`src/buf_pkg.sv`:
```
package buf_pkg;

    localparam int num_ports = 4;
    localparam int page_words = 8;
    localparam int num_pages = 64;
    localparam int data_w = 16;
    localparam int max_len = 32;
    localparam int q_depth = 8;

    typedef logic [5:0] page_t;
    typedef logic [6:0] cnt_t;
    typedef logic [1:0] port_t;

    // page number in the upper bits, word within the page below
    typedef struct packed {
        page_t      page;
        logic [2:0] off;
    } word_addr_t;

endpackage

```
`src/pkt_pkg.sv`:
```
package pkt_pkg;

    typedef struct packed {
        logic [1:0]     rsvd_hi;
        logic [5:0]     len;
        logic [5:0]     rsvd_lo;
        buf_pkg::port_t dest;
    } hdr_t;

    typedef struct packed {
        buf_pkg::page_t head;
        logic [5:0]     len;
    } desc_t;

    typedef struct packed {
        buf_pkg::port_t              dest;
        logic                        sop;
        logic                        eop;
        logic [buf_pkg::data_w-1:0]  data;
    } beat_t;

    typedef struct packed {
        logic                        sop;
        logic                        eop;
        logic [buf_pkg::data_w-1:0]  data;
    } in_beat_t;

    typedef enum logic [1:0] {ing_idle, ing_data, ing_commit} ing_state_e;
    typedef enum logic [1:0] {egr_idle, egr_stream, egr_drain} egr_state_e;

    typedef enum logic [1:0] {
        cfg_port_enable  = 2'd0,
        cfg_af_threshold = 2'd1
    } cfg_reg_e;

endpackage

```
`src/port_config.sv`:
```
`timescale 1ns/1ps

module port_config (
    input  logic                          clk,
    input  logic                          rst_n,
    input  logic                          cfg_wr,
    input  pkt_pkg::cfg_reg_e             cfg_addr,
    input  logic [7:0]                    cfg_wdata,
    input  buf_pkg::cnt_t                 free_count,
    output logic [buf_pkg::num_ports-1:0] port_enable,
    output logic                          full,
    output logic                          almost_full
);

    buf_pkg::cnt_t af_threshold;

    always_ff @(posedge clk) begin
        if (!rst_n) begin
            port_enable <= '1;
            af_threshold <= 7'd8;
            full <= 1'b0;
            almost_full <= 1'b0;
        end else begin
            if (cfg_wr) begin
                case (cfg_addr)
                    pkt_pkg::cfg_port_enable:  port_enable <= cfg_wdata[buf_pkg::num_ports-1:0];
                    pkt_pkg::cfg_af_threshold: af_threshold <= cfg_wdata[6:0];
                    default: ;
                endcase
            end
            // flags trail free_count by one cycle
            full <= free_count == '0;
            almost_full <= free_count < af_threshold;
        end
    end

endmodule

```
`config.mk`:
```
export PLATFORM = sky130hd
export DESIGN_NAME = port_config
export DESIGN_NICKNAME = d
export VERILOG_FILES = /design/src/buf_pkg.sv /design/src/pkt_pkg.sv /design/src/port_config.sv
export SDC_FILE = /design/constraint.sdc
export NUM_CORES = 1
export LEC_CHECK = 0
export BUFFER_PORTS_ARGS = -buffer_cell sky130_fd_sc_hd__buf_2
export CAP_MARGIN = 20
export CORE_MARGIN = 2
export CORE_UTILIZATION = 45
export DETAILED_ROUTE_END_ITERATION = 10
export GPL_TIMING_DRIVEN = 0
export PLACE_DENSITY = 0.75
export SLEW_MARGIN = 30
export SYNTH_ARGS = -nofsm -noshare
export SYNTH_HDL_FRONTEND = slang
export SYNTH_SLANG_ARGS = --single-unit
```
`constraint.sdc`:
```
create_clock -name clk -period 1.2 [get_ports clk]
set_input_delay 0.18 -clock clk [delete_from_list [all_inputs] [get_ports clk]]
set_output_delay 0.18 -clock clk [all_outputs]
set_load 0.01 [all_outputs]
```
* Word-level counts from Yosys, hierarchy flattened
Cells that the tools add are included.
Operators by class: $lt $le $gt $ge 1, eq/ne operators 1, reduce and logical (&&, ||, !) cells 4
Operator list (number):
- zero test 7 bit | 1
- less-than comparator 7 bit | 1
- AND reduction 2 bit | 2
- equality test 2 x 1 -> 1 bit (second input constant) | 1
- zero test 2 bit | 1
Word-level totals: register bits after elaboration 13, bits of input ports 20, output and inout port bits 6

* Longest topological paths before layout
Gate-level depths: netlist of the first run.
word-level depth 2, gate-level depth with buffers 5, mapped depth without buffers 5

* Worst setup path before layout of the first run
No wires, ideal clock.
kind reg2reg, start register af_threshold[4], end register almost_full, library setup time 70 ps, arrival time 951 ps, required time 1130 ps, setup slack 179 ps, cell stages (with the launch flop) 6, path buffers 0, cell sequence dfxtp_1 -> inv_1 -> ha_1 -> a21oi_1 -> o2111ai_1 -> a21oi_1
Between the ends: cells in the longest elaborated chain, start to end 1
Ends and longest elaborated chain:
- start: declaration | RTL line port_config.sv:15 | buf_pkg::cnt_t af_threshold;
- start signal: assignment | RTL line port_config.sv:27 | pkt_pkg::cfg_af_threshold: af_threshold <= cfg_wdata[6:0];
- less-than comparator 7 bit | RTL line port_config.sv:33 | almost_full <= free_count < af_threshold;
- end signal: assignment | RTL line port_config.sv:33
- end: declaration | RTL line port_config.sv:12 | output logic almost_full
Every way passes these cells. A chain may end at the register's enable or synchronous reset.

* Final worst setup path of the first run
Ends and elaborated chain as after synthesis.

==> flow_summary.json, run 1 <==
{
  "setup_viol_count_final": 0,
  "use_met3_pct": 6.09,
  "switchingPower_w": 0.000209,
  "cts_buffer_depth": 2,
  "antenna_found_initial": 0,
  "min_to": "af_threshold[3]",
  "timing.setup.tns_ns": 0,
  "grt_max_degree": 11,
  "io_pins": 26,
  "grt_pass1_vias": 471,
  "finClkSkew_ns": 0.00472,
  "grt_usage_pct": 14.8,
  "seqPwrFrac_pct": 53.1,
  "drt_iter0_drc": 3,
  "h-tree-depth": 1,
  "ys_ff_latch": 13,
  "fin_crit_ns": 1.11,
  "min_path_cells": 3,
  "fmax_ghz": 0.900,
  "cts_buffers": 3,
  "min_period_over_period_pct": 92.6,
  "ff2ff_path_depth": 5,
  "drive_above_1_share_pct": 30.9,
  "synth_compound_area_share_pct": 4.47,
  "dieArea_um2": 1750,
  "remaining_drc_errors": 0,
  "cp_max_fo": 2,
  "first_pass_iters": 2,
  "p_comb_share_pct": 15.2,
  "post_cts_buffers": 0,
  "vias": 526,
  "die_y_um": 41.8,
  "layout_commonest_cell": "buf_2",
  "wl_mm": 1.13,
  "initial_core_util_pct": 48.8,
  "holdCritPathClass": "in -> reg",
  "ys_types": 16,
  "synthAdderAreaFrac_pct": 11.7,
  "synthMuxAreaShare_pct": 17.1,
  "tightest_slew_ns": 0.363,
  "p_clk_share_pct": 31.7,
  "die_x_um": 41.8,
  "synthesis.area_um2": 643,
  "use_met1_pct": 18.6,
  "rsz0062_at_grt": "false",
  "leakage_nw": 0.404,
  "antenna_left": 0,
  "syn_inst": 66,
  "final_cell_mix": "buf_2 (24), dfxtp_1 (13), mux2i_1 (11)",
  "switching_share_pct": 24.5,
  "hpwlAfterDp_um": 916,
  "syn_area_per_cell_um2": 9.74,
  "routedWlPerCell_um": 10.3,
  "worst_slack_ns": 0.0884,
  "preCtsSetupSlack_ns": 0.107,
  "holdWs_ns": 0.122,
  "synth-simple-area-share_pct": 19.8,
  "total_power_w": 0.000852,
  "vias_per_cell": 4.83,
  "busiest_layer": "met2",
  "hp-start": "cfg_wdata[3]",
  "cts_root_buffer": "clkbuf_4",
  "critPathArrivalTime_ns": 1.33,
  "gp_congestion": 0.725,
  "outcome": "completed",
  "drv_slew": 0,
  "synth_fp_nets": 92,
  "max_cap_violations": 0,
  "path_clk_slew_ns": 0.08,
  "powerDensity_nw_per_um2": 1050,
  "core_area_um2": 1320,
  "numPortBuffers": 24,
  "required_ns": 1.42,
  "setup.worst_path.start_class": "flop",
  "critPathCaptureType": "flop",
  "regToRegEndpoint": "almost_full",
  "slew_headroom_pct": 75.8,
  "finalNetCount": 121,
  "synth_top_family_by_area": "simple AND/OR/NAND/NOR gates",
  "reg2reg_from": "af_threshold[4]",
  "ys_warn_count": 0,
  "r2r_setup_slack_ns": 0.09,
  "finalHoldViolations": 0,
  "rows": 13,
  "ir_worst_vdd_uv": 612,
  "cts_tree": "yes",
  "ctsHoldBuffers": 0,
  "clock-sinks": 13,
  "clkLatencyLatePin_ns": 0.28,
  "critical_path_class": "reg -> reg",
  "grt_first_pass_wirelength_mm": 1.97,
  "intPower_w": 0.000643,
  "grtUsageMet2_pct": 21.3,
  "seq_area_frac_synth_pct": 40.5,
  "final_util_pct": 61.3,
  "areaGrowthSynthToFinish_pct": 25.7,
  "synth-xor-area-share_pct": 0,
  "cts_resized": 0,
  "grt-ovfl-total": 0,
  "diodes": 0
}
critical path, stage by stage (launching register included):
cell and delay (ns):
dfxtp_1 0.33, inv_1 0.04, ha_1 0.28, a21oi_1 0.16
o2111ai_1 0.12, a21oi_1 0.12
cell usage after synthesis (all sizes together):
library cell | number | area [µm²]
ha | 6 | 75.1
a21oi | 3 | 15.0
nand2 | 9 | 33.8
clkbuf | 1 | 3.75
nor2b | 7 | 43.8
mux2i | 11 | 110
dfxtp | 13 | 260
buf | 1 | 11.3
nor3b | 1 | 18.8
nor2 | 2 | 7.51
inv | 7 | 26.3
nor4 | 1 | 6.26
and4b | 1 | 10.0
nand3b | 1 | 7.51
o21ai | 1 | 5.00
o2111ai | 1 | 8.76
stage by stage:
step / instances / area, µm²
after CTS: 109 / 808
after detailed placement: 105 / 782
after floorplan: 66 / 643
after global routing: 109 / 808
after global placement: 105 / 782
final: 109 / 808
flip-flops by register name (all words and copies together), names as in the netlist:
register      cells
af_threshold      7
almost_full       1
port_enable       4
full              1
per-layer routing:
| layer | wire [µm] | share of wire (%) |
|---|---|---|
| met4 | 23 | 2.0 |
| met5 | 0 | 0 |
| met2 | 475 | 42 |
| met3 | 96 | 8.5 |
| met1 | 530 | 47 |
worst max-delay path by stage:
stage	end	from	slack, ns
6_report	almost_full	af_threshold[4]	0.09
5_1_grt	almost_full	af_threshold[4]	0.008
2_1_floorplan	almost_full	af_threshold[4]	0.18
4_1_cts	almost_full	af_threshold[4]	0.08
3_5_place_dp	almost_full	af_threshold[6]	0.11
3_3_place_gp	almost_full	af_threshold[4]	0.11
power by group through the flow:
stage                     Sequential (W)  Clock (W)  Combinational, W
after detailed placement        0.000463          0          0.000130
after floorplan                 0.000466          0         0.0000695
after CTS                       0.000453   0.000277          0.000131
after global placement          0.000462          0          0.000127
after global routing            0.000455   0.000304          0.000146
final                           0.000452   0.000270          0.000129
layout make-up:
| class | instances | area (µm²) |
|---|---|---|
| plain buffers | 2 | 15.0 |
| flip-flops and latches | 13 | 260 |
| well taps | 15 | 18.8 |
| clock buffers | 4 | 26.3 |
| repair buffers | 24 | 120 |
| multi-input cells | 44 | 342 |
| fillers | 121 | 509 |
| inverters | 7 | 26.3 |
logic make-up (layout without fill, tap and decap cells):
logic type,after synthesis,count (layout)
adders and majority gates,6,6
buffers and inverters,9,37
and+or+nand+nor,22,22
muxes,11,11
DFF,13,13
AOI/OAI and AO/OA,5,5
No activity file was read; power rests on OpenSTA's default activity.
==> run 2: changes to the inputs <==
--- a/config.mk
+++ b/config.mk
@@ -12,6 +12,7 @@
 export DETAILED_ROUTE_END_ITERATION = 10
 export GPL_TIMING_DRIVEN = 0
 export PLACE_DENSITY = 0.75
+export RECOVER_POWER = 50
 export SLEW_MARGIN = 30
 export SYNTH_ARGS = -nofsm -noshare
 export SYNTH_HDL_FRONTEND = slang
==> run 2 against run 1 <==
Die area stayed put. Flip-flop and latch count is the same. Cell count stayed put. Power decreased by 1.4%. First-iteration DRC count down 67%. Critical path depth stayed put. Clock power is 2% lower. Critical path type unchanged. Highest routed layer unchanged.
==> flow_summary.json, run 2 (same netlist as run 1, synthesis figures left out) <==
{
  "routedWlPerCell_um": 10.3,
  "post_cts_buffers": 0,
  "finalNetCount": 121,
  "grt_usage_pct": 14.8,
  "vias_per_cell": 4.80,
  "ff2ff_path_depth": 5,
  "vias": 523,
  "ctsHoldBuffers": 0,
  "min_path_cells": 3,
  "numPortBuffers": 24,
  "outcome": "completed",
  "ir_worst_vdd_uv": 612,
  "r2r_setup_slack_ns": 0.09,
  "fin_crit_ns": 1.11,
  "first_pass_iters": 2,
  "layout_commonest_cell": "buf_2",
  "reg2reg_from": "af_threshold[4]",
  "final_cell_mix": "buf_2 (22), dfxtp_1 (13), mux2i_1 (11)",
  "clock-sinks": 13,
  "io_pins": 26,
  "regToRegEndpoint": "almost_full",
  "max_cap_violations": 0,
  "areaGrowthSynthToFinish_pct": 22.4,
  "slew_headroom_pct": 50.3,
  "tightest_slew_ns": 0.743,
  "path_clk_slew_ns": 0.07,
  "rsz0062_at_grt": "false",
  "min_period_over_period_pct": 92.4,
  "multiInputGateArea_um2": 330,
  "critPathCaptureType": "flop",
  "largest_register_ffs": 7,
  "cts_tree": "yes",
  "gp_congestion": 0.725,
  "initial_core_util_pct": 48.8,
  "rows": 13,
  "die_x_um": 41.8,
  "cp_max_fo": 2,
  "cts_resized": 0,
  "dieArea_um2": 1750,
  "grt-ovfl-total": 0,
  "cp-startpoint": "af_threshold[4]",
  "remaining_drc_errors": 0,
  "clkLatencyLatePin_ns": 0.27,
  "min_to": "af_threshold[3]",
  "diodes": 0,
  "cts_root_buffer": "clkbuf_4",
  "fmax_ghz": 0.902,
  "setup_viol_count_final": 0,
  "regArea_um2": 260,
  "largestRegisters": "af_threshold (7), port_enable (4)",
  "critical_path_class": "reg -> reg",
  "cts_buffers": 3,
  "total_power_w": 0.000840,
  "drv_slew": 0,
  "die_y_um": 41.8,
  "top_register": "af_threshold",
  "powerDensity_nw_per_um2": 1070,
  "antenna_left": 0,
  "grt_first_pass_wirelength_mm": 1.97,
  "cts_buffer_depth": 2,
  "finalHoldViolations": 0,
  "wl_mm": 1.12,
  "setup.worst_path.start_class": "flop",
  "hp-start": "cfg_wdata[3]",
  "finClkSkew_ns": 0.00224,
  "critPathArrivalTime_ns": 1.32,
  "core_area_um2": 1320,
  "grt_max_degree": 11,
  "leakage_nw": 0.389,
  "h-tree-depth": 1,
  "antenna_found_initial": 0,
  "timing.setup.tns_ns": 0,
  "required_ns": 1.41,
  "num-fill-cells": 125,
  "drive_above_1_share_pct": 26.6,
  "holdCritPathClass": "in -> reg",
  "hpwlAfterDp_um": 916,
  "grt_pass1_vias": 471,
  "drt_iter0_drc": 1
}
-- run 2: changes by cell type in the layout (fill, tap and decap cells not counted) --
cell,before,now
buf_2,24,22
buf_6,1,0
clkbuf_1,2,5
nor3b_1,0,1
nor3b_4,1,0
-- run 2: metal layers --
layer	up-vias	share of wire (%)	track usage, %
met3	4	7.9	6.09
li1	276	-	-
met2	18	43	21.3
met1	225	47	18.6
met5	-	0	0
met4	0	2.1	7.74
-- run 2: area by class of cell --
type,instances,area share [%]
buffer,2,0.954
clock buffer,4,3.34
inverter,7,3.34
multi-input combinational,44,42.0
sequential,13,33.1
tap,15,2.38
timing repair buffer,24,14.9
-- run 2: worst max path at each step --
stage | endpoint | slack, ns | depth (start not counted)
detailed placement | almost_full | 0.11 | 5
global placement | almost_full | 0.11 | 5
floorplan | almost_full | 0.18 | 5
global route | almost_full | 0.008 | 5
CTS | almost_full | 0.08 | 5
finish | almost_full | 0.09 | 5
-- run 2: worst max-delay path, stage by stage (launching register included) --
cell       delay (ns)
dfxtp_1          0.33
inv_1            0.04
ha_1             0.28
a21oi_1          0.16
o2111ai_1        0.12
a21oi_1          0.12
-- run 2: per-stage QoR --
step	utilization, %	setup WS [ns]	area, µm²	instances	hold slack, ns
2_1_floorplan	-	0.179	643	66	0.305
3_3_place_gp	59.4	0.108	782	105	0.408
5_1_grt	59.7	0.00754	787	109	0.125
3_5_place_dp	59.4	0.107	782	105	0.413
4_1_cts	61.3	0.0772	808	109	0.125
6_report	59.7	0.0912	787	109	0.128
-- run 2: power breakdown --
group,switching (W),total [W],internal (W),leakage (nW)
Combinational,0.0000593,0.000123,0.0000633,0.268
Clock,0.000136,0.000265,0.000129,0.0150
Sequential,0.00000619,0.000452,0.000446,0.106
Total,0.000202,0.000840,0.000638,0.389
==> run 3: changes to the inputs <==
--- a/config.mk
+++ b/config.mk
@@ -5,13 +5,14 @@
 export SDC_FILE = /design/constraint.sdc
 export NUM_CORES = 1
 export LEC_CHECK = 0
+export ABC_AREA = 1
 export BUFFER_PORTS_ARGS = -buffer_cell sky130_fd_sc_hd__buf_2
 export CAP_MARGIN = 20
 export CORE_MARGIN = 2
-export CORE_UTILIZATION = 45
+export CORE_UTILIZATION = 49
 export DETAILED_ROUTE_END_ITERATION = 10
 export GPL_TIMING_DRIVEN = 0
-export PLACE_DENSITY = 0.75
+export PLACE_DENSITY = 0.8
 export RECOVER_POWER = 50
 export SLEW_MARGIN = 30
 export SYNTH_ARGS = -nofsm -noshare
==> constraint.sdc (replaced) <==
create_clock -name clk -period 1.3 [get_ports clk]
set_input_delay 0.195 -clock clk [delete_from_list [all_inputs] [get_ports clk]]
set_output_delay 0.195 -clock clk [all_outputs]
set_load 0.01 [all_outputs]
==> run 3 against run 2 <==
Die area shrank 3.0%. Register-to-register slack better by 0.13 ns. Worst setup slack better by 0.13 ns. Largest power group unchanged.
==> flow_summary.json, run 3 <==
{
  "leakage_nw": 0.480,
  "cts_root_buffer": "clkbuf_4",
  "p_comb_share_pct": 17.7,
  "holdCritPathClass": "in -> reg",
  "outcome": "completed",
  "io_pins": 26,
  "ctsHoldBuffers": 0,
  "hpwlAfterDp_mm": 1.07,
  "dieArea_um2": 1690,
  "path_clk_slew_ns": 0.08,
  "cts_resized": 0,
  "grt_max_degree": 11,
  "synthesis.area_um2": 677,
  "required_ns": 1.52,
  "switching_share_pct": 27.4,
  "final_util_pct": 63.6,
  "vias_per_cell": 4.75,
  "post_cts_buffers": 0,
  "yosysTopAreaCell": "dfxtp_1",
  "first_pass_iters": 4,
  "gp_congestion": 0.746,
  "routedWlPerCell_um": 9.50,
  "synth_fp_nets": 123,
  "tightest_slew_ns": 0.433,
  "num-fill-cells": 141,
  "regArea_um2": 260,
  "ys_warn_count": 0,
  "final_cell_mix": "nand2_1 (32), buf_2 (22), nor2_1 (15)",
  "diodes": 0,
  "layout_commonest_cell": "nand2_1",
  "largestRegisters": "af_threshold (7), port_enable (4)",
  "min_period_over_period_pct": 82.6,
  "die_y_um": 41.2,
  "grt-ovfl-total": 0,
  "yosysTopAreaCellShare_pct": 38.4,
  "clkLatencyLatePin_ns": 0.28,
  "top_register": "af_threshold",
  "areaGrowthSynthToFinish_pct": 22.2,
  "drv_slew": 0,
  "setup_viol_count_final": 0,
  "critPathCaptureType": "flop",
  "fmax_ghz": 0.931,
  "core_area_um2": 1300,
  "finalNetCount": 152,
  "switchingPower_w": 0.000228,
  "fin_crit_ns": 1.07,
  "drive_above_1_share_pct": 22.4,
  "remaining_drc_errors": 0,
  "slew_headroom_pct": 71.1,
  "grt_usage_pct": 19.8,
  "ir_worst_vdd_uv": 643,
  "ys_top_cells_by_area": "dfxtp_1 (38%), nand2_1 (18%), ha_1 (11%)",
  "p_clk_share_pct": 31.2,
  "drt_iter0_drc": 8,
  "h-tree-depth": 1,
  "grt_first_pass_wirelength_mm": 2.12,
  "total_power_w": 0.000833,
  "intPower_w": 0.000605,
  "synth_edf_count": 0,
  "ys_ff_latch": 13,
  "wl_mm": 1.33,
  "cts_buffer_depth": 2,
  "rows": 13,
  "numPortBuffers": 24,
  "seq_area_frac_synth_pct": 38.4,
  "synth_most_common_cell": "nand2_1",
  "finalHoldViolations": 0,
  "rsz0062_at_grt": "false",
  "ys.flop_type": "dfxtp_1",
  "ys_types": 16,
  "synth_commonest_cells": "nand2_1 (32), nor2_1 (15), inv_1 (14)",
  "critical_path_class": "reg -> reg",
  "clock-sinks": 13,
  "async_flop_share_pct": 0,
  "grt_pass1_vias": 574,
  "critPathArrivalTime_ns": 1.30,
  "timing.setup.tns_ns": 0,
  "initial_core_util_pct": 52.0,
  "antenna_found_initial": 0,
  "powerDensity_nw_per_um2": 1010,
  "vias": 665,
  "seqPwrFrac_pct": 51.1,
  "die_x_um": 41.2,
  "cts_tree": "yes",
  "finClkSkew_ns": 0.00482,
  "antenna_left": 0,
  "multiInputGateArea_um2": 334,
  "syn_area_per_cell_um2": 6.98,
  "largest_register_ffs": 7,
  "setup.worst_path.start_class": "flop",
  "cp_max_fo": 2,
  "cts_buffers": 3,
  "syn_inst": 97,
  "max_cap_violations": 0
}
[run 3: changes by cell type in the layout (fill, tap and decap cells not counted), moves of 2 or more]
cell / change
nor2_1: +13
or2_2: +2
mux2i_1: -11
nand2_1: +23
nand3_1: +6
nor2b_1: -7
inv_1: +7
[run 3: worst paths after layout]
check	slack, ns	startpoint	cells after the start	endpoint
setup / recovery	0.23	af_threshold[6]	7	almost_full
hold / removal	0.13	cfg_wdata[2]	3	port_enable[2]
setup reg to reg	0.23	af_threshold[6]	7	almost_full
hold reg to reg	0.47	af_threshold[3]	2	af_threshold[3]
[run 3: per-stage QoR]
stage / instances / hold WS, ns / worst slack, ns / cell area, µm²
2_1_floorplan: 97 / 0.308 / 0.333 / 677
3_3_place_gp: 136 / 0.411 / 0.289 / 816
3_5_place_dp: 136 / 0.415 / 0.236 / 816
4_1_cts: 140 / 0.125 / 0.215 / 842
5_1_grt: 140 / 0.137 / 0.155 / 827
6_report: 140 / 0.130 / 0.226 / 827
[run 3: kinds of logic after synthesis]
family	count (synthesis)	share of synthesized area, %
simple gates	58	35.9
buf+inv	16	11.5
flops	13	38.4
fa+ha+maj	6	11.1
compound gates	4	3.14
[run 3: final cells by class]
| cell class | count | share of cell area (%) |
|---|---|---|
| repair buffers | 24 | 14.2 |
| flip-flops and latches | 13 | 31.5 |
| well taps | 15 | 2.27 |
| inverters | 14 | 6.35 |
| multi-input cells | 68 | 40.4 |
| plain buffers | 2 | 2.12 |
| clock buffers | 4 | 3.18 |
[run 3: power groups by stage]
stage / clock [W] / combinational (W) / sequential [W]
final: 0.000260 / 0.000148 / 0.000425
after global routing: 0.000276 / 0.000173 / 0.000428
after CTS: 0.000270 / 0.000155 / 0.000426
after detailed placement: 0 / 0.000153 / 0.000435
after global placement: 0 / 0.000147 / 0.000434
after floorplan: 0 / 0.0000871 / 0.000439
[run 3: worst max-delay path, cell delays in order (launching register included)]
cell	delay [ns]
dfxtp_1	0.31
inv_1	0.05
ha_1	0.29
nand2_1	0.10
inv_1	0.05
nand2_1	0.06
nand2_1	0.04
a21oi_1	0.10
[run 3: metal layers]
layer | wire length [µm] | vias up | share of wire, % | track usage [%]
li1 | - | 352 | - | -
met1 | 592 | 284 | 45 | 21.2
met2 | 609 | 27 | 46 | 35.5
met3 | 104 | 2 | 7.8 | 4.89
met4 | 24 | 0 | 1.8 | 9.68
met5 | 0 | - | 0 | 0
