### config.mk
export PLATFORM = sky130hd
export DESIGN_NAME = ingress_writer
export DESIGN_NICKNAME = d
export VERILOG_FILES = /design/src/buf_pkg.sv /design/src/pkt_pkg.sv /design/src/ingress_writer.sv
export SDC_FILE = /design/constraint.sdc
export NUM_CORES = 1
export LEC_CHECK = 0
export ABC_CLOCK_PERIOD_IN_PS = 4100
export BUFFER_PORTS_ARGS = -buffer_cell sky130_fd_sc_hd__buf_2
export CELL_PAD_IN_SITES_DETAIL_PLACEMENT = 1
export CELL_PAD_IN_SITES_GLOBAL_PLACEMENT = 1
export CORE_UTILIZATION = 33
export DETAILED_ROUTE_END_ITERATION = 10
export PLACE_DENSITY = 0.89
export SYNTH_ARGS = -nofsm -noshare
export SYNTH_HDL_FRONTEND = slang
export SYNTH_SLANG_ARGS = --single-unit
### constraint.sdc
create_clock -name clk -period 4.1 [get_ports clk]
set_input_delay 0.82 -clock clk [delete_from_list [all_inputs] [get_ports clk]]
set_output_delay 0.82 -clock clk [all_outputs]
set_load 0.01 [all_outputs]
### src/buf_pkg.sv
package buf_pkg;

    localparam int num_ports = 4;
    localparam int page_words = 8;
    localparam int num_pages = 64;
    localparam int data_w = 16;
    localparam int max_len = 32;
    localparam int q_depth = 8;

    typedef logic [5:0] page_t;
    typedef logic [6:0] cnt_t;
    typedef logic [1:0] port_t;

    // page number in the upper bits, word within the page below
    typedef struct packed {
        page_t      page;
        logic [2:0] off;
    } word_addr_t;

endpackage

### src/pkt_pkg.sv
package pkt_pkg;

    typedef struct packed {
        logic [1:0]     rsvd_hi;
        logic [5:0]     len;
        logic [5:0]     rsvd_lo;
        buf_pkg::port_t dest;
    } hdr_t;

    typedef struct packed {
        buf_pkg::page_t head;
        logic [5:0]     len;
    } desc_t;

    typedef struct packed {
        buf_pkg::port_t              dest;
        logic                        sop;
        logic                        eop;
        logic [buf_pkg::data_w-1:0]  data;
    } beat_t;

    typedef struct packed {
        logic                        sop;
        logic                        eop;
        logic [buf_pkg::data_w-1:0]  data;
    } in_beat_t;

    typedef enum logic [1:0] {ing_idle, ing_data, ing_commit} ing_state_e;
    typedef enum logic [1:0] {egr_idle, egr_stream, egr_drain} egr_state_e;

    typedef enum logic [1:0] {
        cfg_port_enable  = 2'd0,
        cfg_af_threshold = 2'd1
    } cfg_reg_e;

endpackage

### src/ingress_writer.sv
`timescale 1ns/1ps

module ingress_writer (
    input  logic                          clk,
    input  logic                          rst_n,
    input  logic                          in_valid,
    input  pkt_pkg::in_beat_t             in_beat,
    output logic                          in_ready,
    input  logic                          alloc_ok,
    input  buf_pkg::page_t                alloc_page,
    output logic                          alloc_req,
    input  buf_pkg::cnt_t                 free_count,
    output logic                          wr_en,
    output buf_pkg::word_addr_t           wr_addr,
    output logic [buf_pkg::data_w-1:0]    wr_data,
    output logic                          link_en,
    output buf_pkg::page_t                link_page,
    output buf_pkg::page_t                link_next,
    output logic                          q_push,
    output buf_pkg::port_t                q_dest,
    output pkt_pkg::desc_t                q_desc,
    input  logic [buf_pkg::num_ports-1:0] q_full
);

    pkt_pkg::ing_state_e state;
    pkt_pkg::hdr_t       hdr;
    logic                live;
    logic                accept;
    logic                need_page;
    buf_pkg::port_t      dest;
    logic [5:0]          len;
    logic [5:0]          cnt;
    buf_pkg::page_t      head_page;
    buf_pkg::page_t      cur_page;
    buf_pkg::page_t      wpage;

    assign hdr = pkt_pkg::hdr_t'(in_beat.data);
    // first word of every page but the head page
    assign need_page = (cnt[2:0] == 3'd0) && (cnt != 6'd0);

    always_comb begin
        case (state)
            pkt_pkg::ing_idle: in_ready = live && free_count != '0 && !q_full[hdr.dest];
            pkt_pkg::ing_data: in_ready = !need_page || alloc_ok;
            default:           in_ready = 1'b0;
        endcase
    end

    assign accept = in_valid && in_ready;
    assign alloc_req = accept && (state == pkt_pkg::ing_idle || need_page);
    assign wpage = need_page ? alloc_page : cur_page;
    assign wr_en = accept && state == pkt_pkg::ing_data;
    assign wr_addr = '{page: wpage, off: cnt[2:0]};
    assign wr_data = in_beat.data;
    assign link_en = wr_en && need_page;
    assign link_page = cur_page;
    assign link_next = alloc_page;
    assign q_push = state == pkt_pkg::ing_commit;
    assign q_dest = dest;
    assign q_desc = '{head: head_page, len: len};

    always_ff @(posedge clk) begin
        if (!rst_n) begin
            state <= pkt_pkg::ing_idle;
            live <= 1'b0;
        end else begin
            live <= 1'b1;
            case (state)
                pkt_pkg::ing_idle: if (accept) state <= pkt_pkg::ing_data;
                pkt_pkg::ing_data: if (accept && in_beat.eop) state <= pkt_pkg::ing_commit;
                default:           state <= pkt_pkg::ing_idle;
            endcase
        end
    end

    always_ff @(posedge clk) begin
        if (accept && state == pkt_pkg::ing_idle) begin
            dest <= hdr.dest;
            len <= hdr.len;
            head_page <= alloc_page;
            cur_page <= alloc_page;
            cnt <= '0;
        end else if (wr_en) begin
            cur_page <= wpage;
            cnt <= cnt + 6'd1;
        end
    end

    a_sop_in_idle: assert property (@(posedge clk) disable iff (!rst_n)
        accept && state == pkt_pkg::ing_idle |-> in_beat.sop);

endmodule

Yosys cells after proc, flatten, opt, wreduce, memory -nomap -nowiden
Cells that the tools add are included.
{"block": "classes", "n_addsub": 1, "magnitude_cmp": 1, "n_eq_ne": 4, "n_mux": 10, "n_reduce_logical": 19}
{"cell": "$mux W6", "count": 3}
{"cell": "$logic_and A1 B1 Y1", "count": 9}
{"cell": "$reduce_bool A7 Y1", "count": 1}
{"cell": "$add A6 B1 Y6 const B", "count": 1}
{"cell": "$reduce_bool A6 Y1", "count": 1}
{"cell": "$mux W2", "count": 2}
{"cell": "$pmux W2 S2", "count": 1}
{"cell": "$logic_not A3 Y1", "count": 1}
{"cell": "$lt A2 B3 Y1 const B", "count": 1}
{"cell": "$bmux W1 S2", "count": 1}
{"cell": "$eq A2 B1 Y1 const B", "count": 1}
{"cell": "$eq A2 B2 Y1 const B", "count": 1}
{"cell": "$logic_not A1 Y1", "count": 2}
{"cell": "$logic_not A2 Y1", "count": 1}
{"cell": "$logic_or A1 B1 Y1", "count": 2}
{"cell": "$mux W1", "count": 2}
{"cell": "$ne A2 B1 Y1 const B", "count": 1}
{"cell": "$ne A2 B2 Y1 const B", "count": 1}
{"cell": "$pmux W1 S2", "count": 1}
{"cell": "$reduce_and A2 Y1", "count": 1}
{"cell": "$reduce_bool A2 Y1", "count": 1}
{"block": "totals", "ff_bits": 29, "output_inout_bits": 56, "wordCells": 42}

Longest topological paths before layout
Gate-level depths: netlist of run 1.
{"block": "depth", "depth_word": 9, "ltp_mapped": 6, "depth_no_buf": 6}

Worst setup path before layout of run 1
Ideal clock, no wire load.
{"block": "synth_timing", "path_type": "input to output", "from": "input port in_beat[0] (netlist bit)", "to": "output port alloc_req", "t_arrival_ns": 2.020, "path_slack_ns": 1.260, "stages": 4, "path_cell_list": "mux4_2 > a211oi_2 > or2_2 > o21a_1"}
{"block": "synth_between", "elab_chain_len": 7}
{"element": "start, declared", "line_no": "ingress_writer.sv:7", "rtl": "input pkt_pkg::in_beat_t in_beat,"}
{"element": "$bmux W1 S2", "line_no": "ingress_writer.sv:43", "rtl": "pkt_pkg::ing_idle: in_ready = live && free_count != '0 && !q_full[hdr.dest];"}
{"element": "$mux W1 (not written as such)", "line_no": "ingress_writer.sv:43"}
{"element": "$logic_not A1 Y1", "line_no": "ingress_writer.sv:43"}
{"element": "$logic_and A1 B1 Y1", "line_no": "ingress_writer.sv:43"}
{"element": "$pmux W1 S2", "line_no": "ingress_writer.sv:42", "rtl": "case (state)"}
{"element": "$logic_and A1 B1 Y1", "line_no": "ingress_writer.sv:49", "rtl": "assign accept = in_valid && in_ready;"}
{"element": "$logic_and A1 B1 Y1", "line_no": "ingress_writer.sv:50", "rtl": "assign alloc_req = accept && (state == pkt_pkg::ing_idle || need_page);"}
{"element": "end, declared", "line_no": "ingress_writer.sv:11", "rtl": "output logic alloc_req,"}
No other way between the ends. The select of a mux whose other input is x is not followed.

Worst setup path in the final report of run 1
{"block": "layout_timing", "from": "input port free_count[2]", "to": "output port alloc_req"}
{"block": "layout_between", "elab_chain_len": 6}
{"element": "start, declared", "line_no": "ingress_writer.sv:12", "rtl": "input buf_pkg::cnt_t free_count,"}
{"element": "$reduce_bool A7 Y1", "line_no": "ingress_writer.sv:43"}
{"element": "$logic_and A1 B1 Y1 (2 in a row)", "line_no": "ingress_writer.sv:43"}
{"element": "$pmux W1 S2", "line_no": "ingress_writer.sv:42"}
{"element": "$logic_and A1 B1 Y1", "line_no": "ingress_writer.sv:49"}
{"element": "$logic_and A1 B1 Y1", "line_no": "ingress_writer.sv:50"}
No other way between the ends.

==> results.py, run 1 <==
metrics = {
    "timing": {
        "hold_violations": 0,
        "max_freq_mhz": 319.2,
        "hold_slack_ns": 0.5119,
        "maxSlewHeadroom": 0.5607,
        "finalSetupViolations": 0,
        "tns_ns": 0,
        "finalCritPeriodShare": 0.7640,
        "finalMaxSlewViolations": 0,
        "fin_ws_ns": 0.9676,
        "rsz0062_at_grt": "false",
        "fin_crit_ns": 3.132,
        "skew_ns": 0.003936,
        "worst_pin_slew_ns": 0.6529,
    },
    "grt": {
        "grt_pass1_vias": 1054,
        "grt_max_degree": 27,
        "grt-ovfl-total": 0,
        "grt_usage": 0.1454,
        "antenna_found_initial": 0,
        "grt_pass1_wl_um": 4843,
    },
    "floorplan": {
        "chipWidth_um": 68.95,
        "ios": 95,
        "start_util": 0.3569,
        "core_um2": 4144,
        "die_h_um": 68.95,
        "row_count": 23,
        "die-area_um2": 4753,
    },
    "clock_network": {
        "clock_latency_ns": 0.28,
        "path_clk_slew_ns": 0.06,
        "hold_buffers": 0,
        "clock-sinks": 29,
        "root_buffer": "clkbuf_8",
        "cts_buffers": 5,
        "cts_resized": 0,
        "cts_setup_buffers": 0,
        "cts_tree": "built",
        "htreeDepth": 2,
        "cts_buffer_depth": 2,
    },
    "synthesis": {
        "synth_area_per_cell_um2": 12.75,
        "syn-num-nets": 157,
        "synth_edf_count": 20,
        "yosysSeqAreaShare": 0.5279,
        "synthDistinctLibCells": 34,
        "syn_area_um2": 1479,
        "async_flop_share": 0,
        "synth_top_flop_cell": "edfxtp_1",
        "yosys_register_bits": 29,
        "synth_warnings": 0,
        "syn_inst": 116,
    },
    "worst_setup_path": {
        "crit_type": "in -> out",
        "cp-start-kind": "primary input",
        "cp-end-kind": "primary output",
        "worstPathMaxFanout": 8,
        "critical_path_required_ns": 3.28,
        "arrival_ns": 2.31,
    },
    "final_layout": {
        "instances_no_fill": 225,
        "num_antenna_cells": 0,
        "mostFrequentLayoutCells": "buf_2 (77), edfxtp_1 (20), dfxtp_1 (9)",
        "multi_input_area_um2": 488.0,
        "mostFrequentLayoutCell": "buf_2",
        "fill_cells": 486,
        "nets": 215,
        "areaGrowthSynthToFinish_pct": 22.93,
        "regArea_um2": 780.7,
        "drive_gt1_frac": 0.5829,
    },
    "drt": {
        "wl_per_cell_um": 14.91,
        "drt_iter0_drc": 48,
        "vias": 1066,
        "drc_errors": 0,
        "dr.pass1.iters": 4,
        "vias_per_cell": 4.738,
        "drt_wl_total_um": 3355,
        "drtAntennaViolNets": 0,
    },
    "power": {
        "power.total_mw": 0.6704,
        "powerDensity_nw_per_um2": 368.7,
        "pwr-share-comb": 0.162,
        "switchingPower_mw": 0.1720,
        "p_clk_frac": 0.328,
        "p_seq_frac": 0.510,
        "irDropWorstVdd_mv": 0.1166,
        "p_leak_nw": 0.8179,
        "switching_share": 0.2566,
        "power.internal_mw": 0.4984,
    },
    "worst_hold_path": {
        "min_path_type": "reg -> reg",
    },
    "run": {
        "drv_cap": 0,
    },
    "placed_design": {
        "dp_hpwl_um": 2696,
        "globalplace.congestion": 0.7332,
        "port_buffers": 77,
        "dp_slack_ns": 0.9785,
        "dpl.cell_count": 217,
    },
    "status": {
        "status": "finished, final reports clean",
    },
}
-- Yosys cell counts, types with 2 or more instances --
cell       n  area share
o21a_1     2       0.010
ha_1       2       0.017
and3_1     2      0.0085
nand2_1    3      0.0076
dfxtp_1    9        0.12
xor2_1     3       0.018
edfxtp_1  20        0.41
buf_4     26        0.13
inv_1      3      0.0076
mux2_4     6       0.061
nand3_1    3       0.010
or2_2      2      0.0085
nand2b_1   2      0.0085
nor2_1     6       0.015
a211oi_1   2       0.010
mux2_2     6       0.046
a21oi_1    2      0.0068
-- logic make-up after synthesis --
family                     count (synthesis)  synth area share
AOI/OAI and AO/OA                          9           0.04314
xor gates and xnor gates                   4           0.02369
adders and majority gates                  2           0.01692
buffers and inverters                     30            0.1472
DFF                                       29            0.5279
muxes                                     14            0.1286
and+or+nand+nor                           28            0.1125
-- power by group through the flow --
stage / registers, mW / clock network [mW] / logic (mW)
floorplan: 0.350 / 0 / 0.0756
global placement: 0.347 / 0 / 0.104
detailed placement: 0.348 / 0 / 0.110
CTS: 0.342 / 0.227 / 0.111
global route: 0.344 / 0.236 / 0.120
finish: 0.342 / 0.220 / 0.109
-- worst paths after layout --
kind / cells after the start / from / to / slack [ns]
max: 6 / free_count[2] / alloc_req / 0.97
min: 2 / cnt[5]$_SDFFE_PP0P_ / cnt[5]$_SDFFE_PP0P_ / 0.51
max reg2reg: 4 / cnt[3]$_SDFFE_PP0P_ / link_page[0]$_DFFE_PP_ / 2.09
min reg2reg: 2 / cnt[5]$_SDFFE_PP0P_ / cnt[5]$_SDFFE_PP0P_ / 0.51
-- routing by layer --
metal,wire length [µm],part of all wire,track usage,vias to the layer above
li1,-,-,-,501
met1,1195,0.36,0.1310,504
met2,1787,0.53,0.2828,54
met3,301,0.090,0.04276,7
met4,70,0.021,0.08163,0
met5,0,0,0,-
-- sequential cells by signal (all words and copies together), names as in the netlist --
register,cells
len,6
cnt,6
state,2
link_page,6
q_dest,2
head_page,6
live,1
-- metrics by stage --
step	util	area [µm²]
6_report	0.4387	1818
5_1_grt	0.4387	1818
4_1_cts	0.4387	1818
3_5_place_dp	0.4188	1735
3_3_place_gp	0.4188	1735
2_1_floorplan	-	1479
-- critical path, cell delays in order --
cell and delay, ns:
buf_2 0.10, nor4_1 0.59, a211oi_4 0.13, or2_2 0.41
o21a_1 0.13, buf_2 0.13
-- area by class of cell --
class / instances / share of cell area
Clock inverter: 2 / 0.005506
Multi-Input combinational cell: 57 / 0.2684
Tap cell: 50 / 0.03441
Inverter: 3 / 0.006194
Sequential cell: 29 / 0.4295
Timing Repair Buffer: 78 / 0.2161
Clock buffer: 6 / 0.03992
Power figures use the tool's default switching activity.
==> inputs of run 2 (changes only) <==
ABC_CLOCK_PERIOD_IN_PS = 3000   (was 4100)
CORE_UTILIZATION = 31   (was 33)
PLACE_DENSITY = 0.85   (was 0.89)
clock period = 3 ns   (was 4.1 ns; I/O delays follow)
==> results.py, run 2 (same netlist as run 1, synthesis figures left out) <==
metrics = {
    "status": {
        "status": "finished with violations",
        "violations": "DRC",
    },
    "floorplan": {
        "die_h_um": 71.07,
        "die-area_um2": 5051,
        "core_um2": 4474,
        "ios": 95,
        "chipWidth_um": 71.07,
        "start_util": 0.3305,
        "row_count": 24,
    },
    "clock_network": {
        "cts_tree": "built",
        "path_clk_slew_ns": 0.06,
        "cts_buffers": 5,
        "root_buffer": "clkbuf_8",
        "hold_buffers": 0,
        "cts_setup_buffers": 0,
        "cts_buffer_depth": 2,
        "clock_latency_ns": 0.27,
        "cts_resized": 0,
        "htreeDepth": 2,
        "clock-sinks": 29,
    },
    "power": {
        "powerDensity_nw_per_um2": 495.7,
        "power.total_mw": 0.9130,
        "irDropWorstVdd_mv": 0.1197,
        "p_leak_nw": 0.8317,
    },
    "drt": {
        "vias": 1052,
        "drt_iter0_drc": 50,
        "drtAntennaViolNets": 0,
        "drc_errors": 10,
        "vias_per_cell": 4.574,
        "drt_wl_total_um": 3185,
        "dr.pass1.iters": 8,
        "wl_per_cell_um": 13.85,
    },
    "grt": {
        "grt-ovfl-total": 0,
        "grt_pass1_wl_um": 5043,
        "antenna_found_initial": 0,
        "grt_pass1_vias": 1046,
        "grt_max_degree": 27,
        "grt_usage": 0.1321,
    },
    "final_layout": {
        "areaGrowthSynthToFinish_pct": 24.53,
        "nets": 218,
        "mostFrequentLayoutCell": "buf_2",
        "drive_gt1_frac": 0.5843,
        "num_antenna_cells": 0,
        "mostFrequentLayoutCells": "buf_2 (77), edfxtp_1 (20), dfxtp_1 (9)",
    },
    "worst_hold_path": {
        "min_path_type": "in -> reg",
        "min_path_cells": 1,
    },
    "worst_setup_path": {
        "cp-end-kind": "primary output",
        "worst-path-buf-inv": 2,
        "worstPathMaxFanout": 8,
        "rr_worst_depth": 4,
        "arrival_ns": 1.97,
        "crit_cells": 6,
        "cp-start-kind": "primary input",
        "path_cells": "buf_2 -> mux4_2 -> a211oi_4 -> or2_2 -> o21a_1 -> buf_2",
        "max_stage_delay_ns": 0.54,
        "cp_top_family": "multiplexers",
        "crit_type": "in -> out",
        "slowest_stage": "mux4_2",
        "crit_path_frequent_cell": "buf_2",
        "critical_path_required_ns": 2.40,
    },
    "placed_design": {
        "dp_slack_ns": 0.4281,
        "dp_hpwl_um": 2552,
        "globalplace.congestion": 0.6532,
        "port_buffers": 77,
    },
    "timing": {
        "hold_slack_ns": 0.4595,
        "fin_crit_ns": 2.571,
        "hold_violations": 0,
        "maxSlewHeadroom": 0.6887,
        "skew_ns": 0.001625,
        "max_freq_mhz": 389.0,
        "tns_ns": 0,
        "finalSetupViolations": 0,
        "worst_pin_slew_ns": 0.4634,
        "fin_ws_ns": 0.4290,
        "finalCritPeriodShare": 0.8570,
        "rsz0062_at_grt": "false",
        "finalMaxSlewViolations": 0,
    },
    "run": {
        "drv_cap": 0,
    },
}
run 2: worst reg2reg max path, stage by stage, from the launching register on:
cell and delay (ns):
dfxtp_1 0.35, or3_4 0.43, and3b_1 0.35, mux2_4 0.36, mux2_2 0.26
run 2: power breakdown:
part           leakage (nW)  internal [mW]  total (mW)  switching [mW]
registers             0.257          0.452       0.467          0.0149
clock network        0.0430          0.155       0.294           0.139
logic                 0.532         0.0737       0.152          0.0781
total                 0.832          0.681       0.913           0.232
run 2: cell type report:
class	instances	area, µm²
fillers	517	2633
inverters	3	11.26
repair buffers	81	415.4
clock buffers	5	68.82
flip-flops and latches	29	780.7
clock inverters	3	12.51
multi-input cells	57	488.0
well taps	52	65.06
run 2: metal layers:
| metal | up-vias | track usage | wire length (µm) |
|---|---|---|---|
| li1 | 506 | - | - |
| met1 | 481 | 0.1436 | 1251 |
| met2 | 61 | 0.2329 | 1621 |
| met3 | 4 | 0.04701 | 280 |
| met4 | 0 | 0.05556 | 32 |
| met5 | - | 0 | 0 |
run 2: final timing paths:
| path | from | endpoint | slack, ns |
|---|---|---|---|
| worst max-delay path | in_beat[0] | alloc_req | 0.43 |
| worst min-delay path | rst_n | live$_DFF_P_ | 0.46 |
| worst max register to register | cnt[3]$_SDFFE_PP0P_ | link_page[2]$_DFFE_PP_ | 1.01 |
| worst min register to register | cnt[5]$_SDFFE_PP0P_ | cnt[5]$_SDFFE_PP0P_ | 0.53 |
run 2: stage by stage:
stage,cells,instance area [µm²],utilization
finish,230,1842,0.4116
global route,230,1842,0.4116
floorplan,116,1479,-
global placement,222,1760,0.3935
CTS,230,1842,0.4116
detailed placement,222,1760,0.3935
==> inputs of run 3 (changes only) <==
CELL_PAD_IN_SITES_DETAIL_PLACEMENT = not set   (was 1)
CELL_PAD_IN_SITES_GLOBAL_PLACEMENT = not set   (was 1)
CORE_UTILIZATION = 40   (was 31)
PLACE_DENSITY = 0.81   (was 0.85)
==> results.py, run 3 (same netlist as run 1, synthesis figures left out) <==
metrics = {
    "floorplan": {
        "start_util": 0.4297,
        "core_um2": 3442,
        "ios": 95,
        "die_h_um": 62.81,
        "chipWidth_um": 62.81,
        "die-area_um2": 3944,
        "row_count": 21,
    },
    "power": {
        "power.internal_mw": 0.6813,
        "irDropWorstVdd_mv": 0.2010,
        "powerDensity_nw_per_um2": 496.3,
        "p_seq_frac": 0.514,
        "p_leak_nw": 0.8287,
        "power.total_mw": 0.9071,
        "switchingPower_mw": 0.2259,
        "pwr-share-comb": 0.159,
        "p_clk_frac": 0.328,
        "switching_share": 0.2490,
    },
    "clock_network": {
        "cts_buffer_depth": 2,
        "hold_buffers": 0,
        "clock-sinks": 29,
        "path_clk_slew_ns": 0.06,
        "cts_setup_buffers": 0,
        "cts_buffers": 5,
        "cts_resized": 0,
        "root_buffer": "clkbuf_8",
        "htreeDepth": 2,
        "clock_latency_ns": 0.28,
        "cts_tree": "built",
    },
    "worst_setup_path": {
        "path_cells": "inv_1 -> ha_1 -> nor3b_1 -> a21oi_1 -> or2_2 -> o21a_1 -> buf_2",
        "rrSetupSlack_ns": 1.03,
        "cp_top_family": "simple AND/OR/NAND/NOR gates",
        "crit_type": "reg -> out",
        "cp-end-kind": "primary output",
        "arrival_ns": 2.10,
        "worstPathMaxFanout": 8,
        "r2r_end": "link_page[5]$_DFFE_PP_",
        "critical_path_required_ns": 2.40,
        "setup.worst_path.start": "cnt[0]$_SDFFE_PP0P_",
        "cp-start-kind": "flop",
        "max_stage_delay_ns": 0.41,
        "critPathCapture": "alloc_req",
        "worst-path-buf-inv": 2,
        "slowest_stage": "or2_2",
        "rr_worst_depth": 4,
        "crit_cells": 7,
        "r2r-start": "cnt[3]$_SDFFE_PP0P_",
    },
    "drt": {
        "drt_iter0_drc": 22,
        "drc_errors": 0,
        "drtAntennaViolNets": 0,
        "vias_per_cell": 4.570,
        "wl_per_cell_um": 12.44,
        "dr.pass1.iters": 4,
        "drt_wl_total_um": 2774,
        "vias": 1019,
    },
    "final_layout": {
        "nets": 217,
        "num_antenna_cells": 0,
        "design_area_um2": 1828,
        "utilization": 0.5311,
        "mostFrequentLayoutCell": "buf_2",
        "areaGrowthSynthToFinish_pct": 23.60,
        "drive_gt1_frac": 0.5876,
        "mostFrequentLayoutCells": "buf_2 (77), edfxtp_1 (20), dfxtp_1 (9)",
    },
    "placed_design": {
        "dp_hpwl_um": 2114,
        "port_buffers": 77,
        "place_area_um2": 1745,
        "globalplace.congestion": 0.7214,
    },
    "timing": {
        "hold_violations": 0,
        "finalMaxSlewViolations": 0,
        "skew_ns": 0.002520,
        "fin_crit_ns": 2.702,
        "rsz0062_at_grt": "false",
        "worst_pin_slew_ns": 0.4845,
        "max_freq_mhz": 370.0,
        "finalSetupViolations": 0,
        "maxSlewHeadroom": 0.6745,
        "finalCritPeriodShare": 0.9008,
        "tns_ns": 0,
    },
    "grt": {
        "grt-ovfl-total": 0,
        "grt_max_degree": 27,
        "grt_pass1_wl_um": 4353,
        "grt_usage": 0.1497,
        "grt_pass1_vias": 944,
        "antenna_found_initial": 0,
    },
    "worst_hold_path": {
        "min_path_type": "in -> reg",
        "min_path_cells": 1,
    },
    "run": {
        "drv_cap": 0,
    },
    "status": {
        "status": "finished, final reports clean",
    },
}
-- run 3: changes by cell type in the layout (fill, tap and decap cells not counted), sizes merged --
cell / previous run / this run
buf: 81 / 80
clkbuf: 5 / 6
clkinv: 3 / 2
-- run 3: final cells by class --
cell class,instances,area [µm²]
clock buffers,6,72.57
clock inverters,2,10.01
fillers,292,1614
inverters,3,11.26
multi-input cells,57,488.0
flip-flops and latches,29,780.7
well taps,46,57.56
repair buffers,80,407.9
-- run 3: worst min path at each step --
stage | startpoint | slack (ns) | end
floorplan | cnt[5]$_SDFFE_PP0P_ | 0.48 | cnt[5]$_SDFFE_PP0P_
global placement | cnt[5]$_SDFFE_PP0P_ | 0.50 | cnt[5]$_SDFFE_PP0P_
detailed placement | cnt[5]$_SDFFE_PP0P_ | 0.51 | cnt[5]$_SDFFE_PP0P_
CTS | rst_n | 0.44 | live$_DFF_P_
global route | rst_n | 0.45 | live$_DFF_P_
finish | rst_n | 0.45 | live$_DFF_P_
-- run 3: power groups by stage --
stage                     Clock (mW)  Sequential, mW  Combinational [mW]
after global placement             0           0.474               0.143
after CTS                      0.305           0.466               0.147
after floorplan                    0           0.478               0.103
final                          0.297           0.466               0.144
after detailed placement           0           0.474               0.145
after global routing           0.324           0.469               0.158
-- run 3: per-stage QoR --
stage               hold slack [ns]  worst slack (ns)  cells
CTS                          0.4449            0.2890    223
global placement             0.4970            0.4324    215
global route                 0.4452            0.1344    223
floorplan                    0.4800            0.5995    116
finish                       0.4527            0.2975    223
detailed placement           0.5103            0.4066    215
-- run 3: routing by layer --
metal  routed length (µm)  up-vias  global-route usage
li1                     -      505                   -
met1                 1054      455              0.1480
met2                 1418       51              0.2622
met3                  216        8             0.05839
met4                   85        0             0.09012
met5                    0        -                   0
-- run 3: worst register-to-register path, stage by stage, from the launching register on --
cell and delay, ns:
dfxtp_1 0.34, or3_4 0.42, and3b_1 0.34, mux2_4 0.36, mux2_2 0.26
